$ cat src/verilog/synth_defines.svh
`ifndef SYNTH_DEFINES_SVH
`define SYNTH_DEFINES_SVH

`define SYNTH_V_OSC         4       // oscillators per voice, 2 to 8 supported

`define SYNTH_A_LVL         4'd2
`define SYNTH_A_MOD_OUT     4'd3
`define SYNTH_A_FEEDB_OUT   4'd4
`define SYNTH_A_PAN         4'd7
`define SYNTH_A_MOD_IN      4'd10
`define SYNTH_A_FEEDB_IN    4'd11

`define SYNTH_A_MVOL        7'd1
`define SYNTH_A_MIDI_CH     7'd2
`define SYNTH_A_NAME        7'd16   // patch name occupies 16 bytes from here
`define SYNTH_NAME_LEN      7'd16

`define SYNTH_CC_NRPN_MSB   7'd99
`define SYNTH_CC_NRPN_LSB   7'd98
`define SYNTH_CC_DATA       7'd6

`define SYNTH_DEF_LVL       8'h40
`define SYNTH_DEF_LVL_OSCS  2       // oscillators that come out of reset at unity level
`define SYNTH_DEF_PAN       8'h40
`define SYNTH_DEF_MVOL      8'h40
`define SYNTH_DEF_MIDI_CH   5'd0
`define SYNTH_DEF_NAME      8'h20

`endif
$ cat src/verilog/synth_pkg.sv
package synth_pkg;

    typedef logic signed [15:0] sample_t;   // audio sample on the oscillator and mixer side

    typedef logic signed [7:0] ctrl_t;      // 0x40 stands for unity gain or centre pan

    typedef enum logic {
        BANK_OSC = 1'b0,
        BANK_COM = 1'b1
    } bank_e;

endpackage

$ cat src/verilog/synth_ctrl_top.sv
`timescale 1ns/100ps
`include "synth_defines.svh"

module synth_ctrl_top
    import synth_pkg::*;
#(
    parameter int V_OSC = `SYNTH_V_OSC
) (
    input  logic       reg_clk,
    input  logic       rst_n,
    input  logic [7:0] midi_byte,
    input  logic       byte_valid,
    input  logic [6:0] rd_adr,
    input  bank_e      rd_bank,
    input  logic       read,
    input  sample_t    osc_sample    [V_OSC],
    input  logic       sample_valid,
    output ctrl_t      regdata_out,
    output sample_t    out_left,
    output sample_t    out_right,
    output logic       out_valid,
    output logic [4:0] cur_midi_ch,
    output ctrl_t      osc_mod_out   [V_OSC],
    output ctrl_t      osc_feedb_out [V_OSC],
    output ctrl_t      osc_mod_in    [V_OSC],
    output ctrl_t      osc_feedb_in  [V_OSC]
);

    logic [6:0] adr;
    bank_e      bank;
    logic       write;
    ctrl_t      synth_data_in;
    ctrl_t      osc_lvl [V_OSC];
    ctrl_t      osc_pan [V_OSC];
    ctrl_t      m_vol;

    midi_cc_decoder u_decoder (
        .reg_clk       (reg_clk),
        .rst_n         (rst_n),
        .midi_byte     (midi_byte),
        .byte_valid    (byte_valid),
        .cur_midi_ch   (cur_midi_ch),
        .adr           (adr),
        .bank          (bank),
        .write         (write),
        .synth_data_in (synth_data_in)
    );

    midi_ctrl_data #(.V_OSC(V_OSC)) u_regs (
        .reg_clk       (reg_clk),
        .rst_n         (rst_n),
        .adr           (adr),
        .bank          (bank),
        .write         (write),
        .synth_data_in (synth_data_in),
        .rd_adr        (rd_adr),
        .rd_bank       (rd_bank),
        .read          (read),
        .regdata_out   (regdata_out),
        .osc_lvl       (osc_lvl),
        .osc_pan       (osc_pan),
        .osc_mod_out   (osc_mod_out),
        .osc_feedb_out (osc_feedb_out),
        .osc_mod_in    (osc_mod_in),
        .osc_feedb_in  (osc_feedb_in),
        .m_vol         (m_vol),
        .cur_midi_ch   (cur_midi_ch)
    );

    osc_mixer #(.V_OSC(V_OSC)) u_mixer (
        .reg_clk      (reg_clk),
        .rst_n        (rst_n),
        .osc_sample   (osc_sample),
        .sample_valid (sample_valid),
        .osc_lvl      (osc_lvl),
        .osc_pan      (osc_pan),
        .m_vol        (m_vol),
        .out_left     (out_left),
        .out_right    (out_right),
        .out_valid    (out_valid)
    );

endmodule

$ cat src/verilog/osc_mixer.sv
`timescale 1ns/100ps
`include "synth_defines.svh"

module osc_mixer
    import synth_pkg::*;
#(
    parameter int V_OSC = `SYNTH_V_OSC
) (
    input  logic    reg_clk,
    input  logic    rst_n,
    input  sample_t osc_sample [V_OSC],
    input  logic    sample_valid,
    input  ctrl_t   osc_lvl    [V_OSC],
    input  ctrl_t   osc_pan    [V_OSC],
    input  ctrl_t   m_vol,
    output sample_t out_left,
    output sample_t out_right,
    output logic    out_valid
);

    logic signed [23:0] scaled    [V_OSC];
    logic signed [9:0]  gain_l    [V_OSC];
    logic signed [9:0]  gain_r    [V_OSC];
    logic signed [33:0] pan_mul_l [V_OSC];
    logic signed [33:0] pan_mul_r [V_OSC];
    logic signed [19:0] term_l    [V_OSC];
    logic signed [19:0] term_r    [V_OSC];
    ctrl_t              vol_s1;
    logic               s1_valid;
    logic signed [23:0] sum_l;
    logic signed [23:0] sum_r;
    logic signed [31:0] mix_l;
    logic signed [31:0] mix_r;

    function automatic sample_t sat_sample(input logic signed [31:0] v);
        sample_t res;
        if (v > 32'sd32767) begin
            res = 16'sh7fff;
        end else if (v < -32'sd32768) begin
            res = 16'sh8000;
        end else begin
            res = v[15:0];
        end
        return res;
    endfunction

    always_comb begin
        for (int i = 0; i < V_OSC; i++) begin
            scaled[i]    = (osc_sample[i] * osc_lvl[i]) >>> 6;
            gain_l[i]    = 10'sd128 - 10'(osc_pan[i]);  // pan 0x40 splits evenly
            gain_r[i]    = 10'(osc_pan[i]);
            pan_mul_l[i] = (scaled[i] * gain_l[i]) >>> 7;
            pan_mul_r[i] = (scaled[i] * gain_r[i]) >>> 7;
        end
    end

    always_comb begin
        sum_l = '0;
        sum_r = '0;
        for (int i = 0; i < V_OSC; i++) begin
            sum_l = sum_l + term_l[i];
            sum_r = sum_r + term_r[i];
        end
        mix_l = (sum_l * vol_s1) >>> 6;
        mix_r = (sum_r * vol_s1) >>> 6;
    end

    always_ff @(posedge reg_clk or negedge rst_n) begin
        if (!rst_n) begin
            s1_valid  <= 1'b0;
            out_valid <= 1'b0;
        end else begin
            s1_valid  <= sample_valid;
            out_valid <= s1_valid;
        end
    end

    always_ff @(posedge reg_clk) begin
        if (sample_valid) begin
            for (int i = 0; i < V_OSC; i++) begin
                term_l[i] <= pan_mul_l[i][19:0];
                term_r[i] <= pan_mul_r[i][19:0];
            end
            vol_s1 <= m_vol;  // volume travels with its own sample set
        end
        if (s1_valid) begin
            out_left  <= sat_sample(mix_l);
            out_right <= sat_sample(mix_r);
        end
    end

endmodule

$ cat src/verilog/midi_ctrl_data.sv
`timescale 1ns/100ps
`include "synth_defines.svh"

module midi_ctrl_data
    import synth_pkg::*;
#(
    parameter int V_OSC = `SYNTH_V_OSC
) (
    input  logic       reg_clk,
    input  logic       rst_n,
    input  logic [6:0] adr,
    input  bank_e      bank,
    input  logic       write,
    input  ctrl_t      synth_data_in,
    input  logic [6:0] rd_adr,
    input  bank_e      rd_bank,
    input  logic       read,
    output ctrl_t      regdata_out,
    output ctrl_t      osc_lvl       [V_OSC],
    output ctrl_t      osc_pan       [V_OSC],
    output ctrl_t      osc_mod_out   [V_OSC],
    output ctrl_t      osc_feedb_out [V_OSC],
    output ctrl_t      osc_mod_in    [V_OSC],
    output ctrl_t      osc_feedb_in  [V_OSC],
    output ctrl_t      m_vol,
    output logic [4:0] cur_midi_ch
);

    logic [7:0] patch_name [16];
    ctrl_t      rd_val;
    logic       wr_name;
    logic       rd_name;

    assign wr_name = (adr >= `SYNTH_A_NAME) && (adr < `SYNTH_A_NAME + `SYNTH_NAME_LEN);
    assign rd_name = (rd_adr >= `SYNTH_A_NAME) && (rd_adr < `SYNTH_A_NAME + `SYNTH_NAME_LEN);

    // oscillator n owns addresses 16*n to 16*n+15 in the oscillator bank
    always_ff @(posedge reg_clk or negedge rst_n) begin
        if (!rst_n) begin
            for (int i = 0; i < V_OSC; i++) begin
                osc_lvl[i]       <= (i < `SYNTH_DEF_LVL_OSCS) ? `SYNTH_DEF_LVL : 8'h00;
                osc_pan[i]       <= `SYNTH_DEF_PAN;
                osc_mod_out[i]   <= '0;
                osc_feedb_out[i] <= '0;
                osc_mod_in[i]    <= '0;
                osc_feedb_in[i]  <= '0;
            end
            for (int n = 0; n < 16; n++) begin
                patch_name[n] <= `SYNTH_DEF_NAME;
            end
            m_vol       <= `SYNTH_DEF_MVOL;
            cur_midi_ch <= `SYNTH_DEF_MIDI_CH;
        end else if (write) begin
            if (bank == BANK_OSC) begin
                for (int i = 0; i < V_OSC; i++) begin
                    if (adr[6:4] == 3'(i)) begin
                        case (adr[3:0])
                            `SYNTH_A_LVL:       osc_lvl[i]       <= synth_data_in;
                            `SYNTH_A_MOD_OUT:   osc_mod_out[i]   <= synth_data_in;
                            `SYNTH_A_FEEDB_OUT: osc_feedb_out[i] <= synth_data_in;
                            `SYNTH_A_PAN:       osc_pan[i]       <= synth_data_in;
                            `SYNTH_A_MOD_IN:    osc_mod_in[i]    <= synth_data_in;
                            `SYNTH_A_FEEDB_IN:  osc_feedb_in[i]  <= synth_data_in;
                            default: begin
                            end
                        endcase
                    end
                end
            end else begin
                if (adr == `SYNTH_A_MVOL) begin
                    m_vol <= synth_data_in;
                end else if (adr == `SYNTH_A_MIDI_CH) begin
                    cur_midi_ch <= synth_data_in[4:0];
                end else if (wr_name) begin
                    patch_name[adr[3:0]] <= synth_data_in;
                end
            end
        end
    end

    always_comb begin
        rd_val = '0;  // unmapped addresses read back as zero
        if (rd_bank == BANK_OSC) begin
            for (int i = 0; i < V_OSC; i++) begin
                if (rd_adr[6:4] == 3'(i)) begin
                    case (rd_adr[3:0])
                        `SYNTH_A_LVL:       rd_val = osc_lvl[i];
                        `SYNTH_A_MOD_OUT:   rd_val = osc_mod_out[i];
                        `SYNTH_A_FEEDB_OUT: rd_val = osc_feedb_out[i];
                        `SYNTH_A_PAN:       rd_val = osc_pan[i];
                        `SYNTH_A_MOD_IN:    rd_val = osc_mod_in[i];
                        `SYNTH_A_FEEDB_IN:  rd_val = osc_feedb_in[i];
                        default: begin
                        end
                    endcase
                end
            end
        end else begin
            if (rd_adr == `SYNTH_A_MVOL) begin
                rd_val = m_vol;
            end else if (rd_adr == `SYNTH_A_MIDI_CH) begin
                rd_val = {3'b000, cur_midi_ch};
            end else if (rd_name) begin
                rd_val = patch_name[rd_adr[3:0]];
            end
        end
    end

    always_ff @(posedge reg_clk or negedge rst_n) begin
        if (!rst_n) begin
            regdata_out <= '0;
        end else if (read) begin
            regdata_out <= rd_val;  // held until the host reads again
        end
    end

endmodule

$ cat src/verilog/midi_cc_decoder.sv
`timescale 1ns/100ps
`include "synth_defines.svh"

module midi_cc_decoder
    import synth_pkg::*;
(
    input  logic       reg_clk,
    input  logic       rst_n,
    input  logic [7:0] midi_byte,
    input  logic       byte_valid,
    input  logic [4:0] cur_midi_ch,
    output logic [6:0] adr,
    output bank_e      bank,
    output logic       write,
    output ctrl_t      synth_data_in
);

    typedef enum logic [1:0] {
        ST_IDLE,
        ST_CTRL,
        ST_VALUE
    } dec_state_e;

    dec_state_e state;
    logic [6:0] cc_num;
    logic       is_status;
    logic       ch_match;
    logic       cc_status;

    assign is_status = midi_byte[7];
    assign ch_match  = cur_midi_ch[4] || (midi_byte[3:0] == cur_midi_ch[3:0]);  // 16 and up is omni
    assign cc_status = (midi_byte[7:4] == 4'hB) && ch_match;

    always_ff @(posedge reg_clk or negedge rst_n) begin
        if (!rst_n) begin
            state <= ST_IDLE;
            write <= 1'b0;
            adr   <= '0;
            bank  <= BANK_OSC;
        end else begin
            write <= 1'b0;
            if (byte_valid) begin
                if (is_status) begin
                    state <= cc_status ? ST_CTRL : ST_IDLE;  // any other status drops running status
                end else begin
                    case (state)
                        ST_CTRL: begin
                            state <= ST_VALUE;
                        end
                        ST_VALUE: begin
                            state <= ST_CTRL;  // stay open for the next controller under running status
                            case (cc_num)
                                `SYNTH_CC_NRPN_MSB: begin
                                    bank <= bank_e'(midi_byte[0]);
                                end
                                `SYNTH_CC_NRPN_LSB: begin
                                    adr <= midi_byte[6:0];
                                end
                                `SYNTH_CC_DATA: begin
                                    write <= 1'b1;
                                end
                                default: begin
                                end
                            endcase
                        end
                        default: begin
                        end
                    endcase
                end
            end
        end
    end

    always_ff @(posedge reg_clk) begin
        if (byte_valid && !is_status) begin
            if (state == ST_CTRL) begin
                cc_num <= midi_byte[6:0];
            end
            if (state == ST_VALUE && cc_num == `SYNTH_CC_DATA) begin
                synth_data_in <= {midi_byte[6:0], 1'b0};  // 7-bit data scaled up to the register range
            end
        end
    end

endmodule

$ cat config.mk
export PLATFORM = sky130hd
export DESIGN_NAME = synth_ctrl_top
export DESIGN_NICKNAME = d
export VERILOG_FILES = /design/src/verilog/synth_pkg.sv /design/src/verilog/synth_ctrl_top.sv /design/src/verilog/osc_mixer.sv /design/src/verilog/midi_ctrl_data.sv /design/src/verilog/midi_cc_decoder.sv
export VERILOG_INCLUDE_DIRS = /design/src /design/src/verilog
export SDC_FILE = /design/constraint.sdc
export NUM_CORES = 2
export LEC_CHECK = 0
export ABC_AREA = 1
export BUFFER_PORTS_ARGS = -buffer_cell sky130_fd_sc_hd__buf_2
export CORE_ASPECT_RATIO = 0.9
export CORE_MARGIN = 3
export CORE_UTILIZATION = 55
export DETAILED_ROUTE_END_ITERATION = 12
export GPL_ROUTABILITY_DRIVEN = 0
export GPL_TIMING_DRIVEN = 0
export MAX_ROUTING_LAYER = met4
export PLACE_DENSITY = 0.84
export SYNTH_ARGS = -nofsm -noshare
export SYNTH_HDL_FRONTEND = slang
export SYNTH_HIERARCHICAL = 1
export SYNTH_SLANG_ARGS = --single-unit
$ cat constraint.sdc
create_clock -name reg_clk -period 22.4 [get_ports reg_clk]
set_clock_uncertainty 0.2 [all_clocks]
set_input_delay 3.36 -clock reg_clk [delete_from_list [all_inputs] [get_ports reg_clk]]
set_output_delay 3.36 -clock reg_clk [all_outputs]
set_load 0.02 [all_outputs]
# After elaboration in Yosys (flattened, before gate mapping)
# Memories as Yosys holds them, arrays and structs flattened.
# Cells that the tools add are included.
# op_classes
add_sub_neg	10
n_mul	14
magnitude_cmp	11
n_eq_ne	29
muxes	29
n_bitwise	6
n_reduce_logical	43
# op_table
cell	count
$pmux 8 s6	4
$bwmux 128	1
$mul 18x10->27	4
$reduce_and 4->1	27
$mul 18x7->25	4
$mul 16x7->23	4
$mux 8	11
$mul 24x7->31	2
$gt 26x16->1 const B	2
$lt 26x16->1 const B	2
$add 24x20->24	2
$add 21x20->22	2
$add 20x20->21	2
$sub 9x8->10 const A	4
$bmux 8 s4	1
$demux 8 s4	1
$mux 16	2
$eq 4x4->1 const B	5
$eq 4x2->1 const B	4
$eq 4x3->1 const B	4
$eq 7x1->1 const B	2
$eq 7x2->1 const B	2
$eq 7x7->1 const B	2
$ge 7x5->1 const B	2
22 further kinds	46
# totals
reg_bits	381
mem_bits_rw	160
input_bits	85
out_inout_bits	174
word_cells	198
memories	2
# mem_list
memory	depth	word_bits	read_ports	rd_ports_with_merged_regs	write_ports	line	source
u_mixer.term_l	4	20	4	0	4	osc_mixer.sv:26	logic signed [19:0] term_l [V_OSC];
u_mixer.term_r	4	20	4	0	4	osc_mixer.sv:27	logic signed [19:0] term_r [V_OSC];

# Longest topological paths before layout
# depth
ltp_word	10
depth_mapped	48
depth_no_buf	47

# Cells and area by module
# The synthesis kept the hierarchy.
# by_module_without_submodules
mod	instances	cells_each	area_each_um2	seq_area_each_um2
osc_mixer	1	11126	86684.4	5935.7
midi_ctrl_data	1	2076	15874.0	8562.0
midi_cc_decoder	1	105	1102.3	695.7

# Worst setup path after synthesis
# OpenSTA, ideal clock, no wires.
# synth_timing
path_kind	input -> register
from	in osc_sample[39] (netlist name)
to	mem u_mixer.term_l[1][19] (data pin)
setup_time_ns	0.253
t_arrival_ns	11.306
required_time_ns	21.947
path_slack_ns	10.642
cell_stages	38
n_path_buf	1
cell_sequence	clkbuf_1 > nand2_1 > fa_1 > fa_1 > inv_1 > fa_1 > inv_1 > fa_1 > inv_1 > ha_1 > a21oi_1 > o21ai_0 > nand2_1 > o2111ai_2 > a21oi_1 > inv_1 > nand2_1 > nand2_1 > [... 2 more ...] > inv_1 > nand2_1 > fa_1 > inv_1 > fa_1 > fa_1 > fa_1 > inv_1 > fa_1 > inv_1 > ha_1 > a21o_1 > a31oi_1 > a21oi_1 > a2111oi_0 > nand2_1 > nand2_1 > nand2_1
# synth_lines
element	line	source
start, declared	synth_ctrl_top.sv:16	input sample_t osc_sample [V_OSC],
end, declared	osc_mixer.sv:26	

==> flow_summary_export.csv <==
group,metric,value,unit
logic_synthesis,yosys_warnings,6,
logic_synthesis,ys_types,68,
floorplan,io_pins,259,
place,dp_hpwl,251000,um
cells_and_area,area_growth,6.21,%
logic_synthesis,synth-seq-cells,564,
worst_setup_path,crit_fanout,9,
status,status,"finished clean",
logic_synthesis,seq_area_frac_synth,14.7,%
clock_network,cts_setup_buffers,0,
sta,finalHoldViolCount,0,
logic_synthesis,syn_inst,13300,
min_path,hold_start,"u_mixer/s1_valid$_DFF_PN0_",
clock_network,cts_max_path_buffers,3,
worst_setup_path,cp_slowest_cell,"a2111oi_0",
flow_run,cap_viol_max_count,0,
worst_setup_path,startpoint_type,"input port",
worst_setup_path,reg2regPathDepth,39,
sta,period_needed,12.75,ns
worst_setup_path,cp.arrival,12.91,ns
sta,max_clock_freq,0.0784,GHz
cells_and_area,finish.utilization,59.0,%
sta,setup_tns,0,ns
sta,finalSetupViolations,0,
floorplan,chipHeight,418,um
logic_synthesis,syn_nets,16000,
cells_and_area,finalNetCount,16200,
clock_network,cts_resized,0,
cells_and_area,design_area,110000,sq um
worst_setup_path,crit_type,"input port to register",
floorplan,die-area,194000,sq um
global_routing,grt_max_degree,112,
route,route.vias.total,89600,
route,drt_iter0_drc,10400,
worst_setup_path,cp-end-kind,"register",
min_path,worstHoldPathCells,0,
floorplan,core_region_area,187000,sq um
sta,grt_setup_unrepaired,"no",
logic_synthesis,synth.cell_area,104000,sq um
logic_synthesis,avgSynthCellArea,7.79,sq um
route,drtPass1Iterations,11,
global_routing,overflow,0,
route,via_per_inst,5.55,
route,drc,0,
min_path,min_path_type,"register to register",
place,io_buffers,201,
route,ant_nets,0,
route,wire_per_inst,19.0,um
floorplan,start_util,55.6,%
floorplan,die_w,464,um
clock_network,cts.sink_count,564,
cells_and_area,layout_commonest_cell,"inv_1",
worst_setup_path,reg2reg_from,"u_regs/osc_lvl[19]$_DFFE_PN0P_",
logic_synthesis,synth_edf_count,210,
cells_and_area,drive_gt1_share,3.99,%
sta,finalCritPeriodShare,56.9,%
worst_setup_path,cpMostUsedCell,"nand2_1",
min_path,whs_endpoint,"u_mixer/out_valid$_DFF_PN0_",
worst_setup_path,reg2reg_slack,11.17,ns
floorplan,floorplan.rows,150,
cells_and_area,most-common-layout-cells,"inv_1 (3330), nand2_1 (2947), fa_1 (1750)",
global_routing,grt_antenna_before_repair,19,
sta,drv_slew,0,
global_routing,grt_pass1_wl,487000,um
clock_network,clock-root-buffer,"clkbuf_16",
global_routing,grt_pass1_vias,91200,
clock_network,clock_latency,0.70,ns
worst_setup_path,slowest_delay,0.59,ns
clock_network,htree_levels,2,
clock_network,hold_buffers,0,
clock_network,clkTransAtPathRegs,0.08,ns
global_routing,grt_usage,32.7,%
place,dpl_cell_area,108000,sq um
logic_synthesis,async_reset_ff_share,62.8,%
worst_setup_path,cp.required,22.56,ns
sta,timing.hold.ws,0.235,ns
route,postRouteWirelength,306000,um
clock_network,cts_made_buffers,56,
worst_setup_path,r2r_end,"u_mixer/term_l[1][19]$_DFFE_PP_",
sta,worst_pin_slew,1.31,ns
sta,relSlewSlack,12.4,%
logic_synthesis,ys.flop_type,"dfrtp_1",
clock_network,cts_tree,"built",
-- final cells by class --
class / count / area (sq um)
clock buffer: 68 / 1500
buffer: 374 / 1580
sequential: 564 / 15200
tap: 2508 / 3140
inverter: 3384 / 12700
fill: 15800 / 76500
antenna: 19 / 47.5
multi-input combinational: 8985 / 74200
timing repair buffer: 206 / 1150
clock inverter: 37 / 602
-- synthesized netlist by cell type, drive strengths merged (9+ instances only) --
master / instances / area [sq um]
a211oi: 11 / 82.6
a21o: 24 / 181
a21oi: 414 / 2080
a31oi: 32 / 200
and2: 10 / 62.6
buf: 60 / 383
clkbuf: 314 / 1190
clkinv: 29 / 109
dfrtp: 331 / 8280
dfstp: 23 / 604
edfxtp: 210 / 6310
fa: 1750 / 35000
ha: 833 / 10400
inv: 3355 / 12600
nand2: 2978 / 11300
nand3: 260 / 1330
nand3b: 9 / 67.6
nand4: 61 / 388
nor2: 1450 / 5510
nor3: 85 / 462
nor4: 27 / 175
o21a: 16 / 120
o21ai: 569 / 2890
o21bai: 35 / 270
or2: 47 / 294
xnor2: 134 / 1230
xor2: 197 / 1780
-- stage by stage --
stage | std cells | setup WS [ns]
detailed placement | 16000 | 9.22
floorplan | 13300 | 10.64
global route | 16100 | 9.16
finish | 16100 | 9.65
global placement | 16000 | 9.22
CTS | 16100 | 9.88
-- per-layer routing --
metal | up-vias | track usage, % | wire, um
li1 | 39800 | - | -
met1 | 42600 | 40.2 | 112000
met2 | 5765 | 48.5 | 132000
met3 | 1414 | 9.33 | 40500
met4 | 0 | 18.8 | 22200
met5 | - | - | 0
-- cell families after synthesis --
kind of cell,share of synthesized area [%]
compound gates,5.92
xor+xnor,2.91
fa+ha+maj,43.9
buf+inv,13.8
flops,14.7
other cells,0.00362
simple gates,18.9
-- how the worst max path moves through the flow --
stage,start,end,slack [ns],cells past startpoint
finish,osc_sample[37],u_mixer/term_l[1][19]$_DFFE_PP_,9.65,38
global route,osc_sample[37],u_mixer/term_l[1][19]$_DFFE_PP_,9.16,35
CTS,osc_sample[37],u_mixer/term_l[1][19]$_DFFE_PP_,9.88,38
detailed placement,osc_sample[37],u_mixer/term_l[1][19]$_DFFE_PP_,9.22,38
global placement,osc_sample[37],u_mixer/term_l[1][19]$_DFFE_PP_,9.22,38
floorplan,osc_sample[39],u_mixer/term_l[1][19]$_DFFE_PP_,10.64,38
-- flip-flops by register name (all words and copies together) (netlist names), 2 cells and up --
register and count:
u_regs/osc_feedb_in 32, u_decoder/state 2, u_regs/cur_midi_ch 5, u_regs/osc_pan 32
u_mixer/out_left 16, u_decoder/synth_data_in 7, u_regs/osc_mod_out 32, u_regs/osc_lvl 32
u_regs/osc_mod_in 32, u_regs/regdata_out 8, u_decoder/adr 7, u_regs/patch_name 128
u_regs/osc_feedb_out 32, u_mixer/term_l 80, u_regs/m_vol 8, u_mixer/out_right 16
u_mixer/vol_s1 8, u_decoder/cc_num 7, u_mixer/term_r 76
-- critical path, delay by kind of cell --
| kind | cells | cell delay (ns) |
|---|---|---|
| adder cells (fa/ha/maj) | 11 | 5.09 |
| buffers and inverters | 9 | 1.31 |
| AND/OR/NAND/NOR | 14 | 1.92 |
| AO/OA/AOI/OAI | 4 | 1.21 |
Power is left out: the tool's default activity adds up to more than one toggle a clock period on the data nets, which glitch-free logic cannot reach.
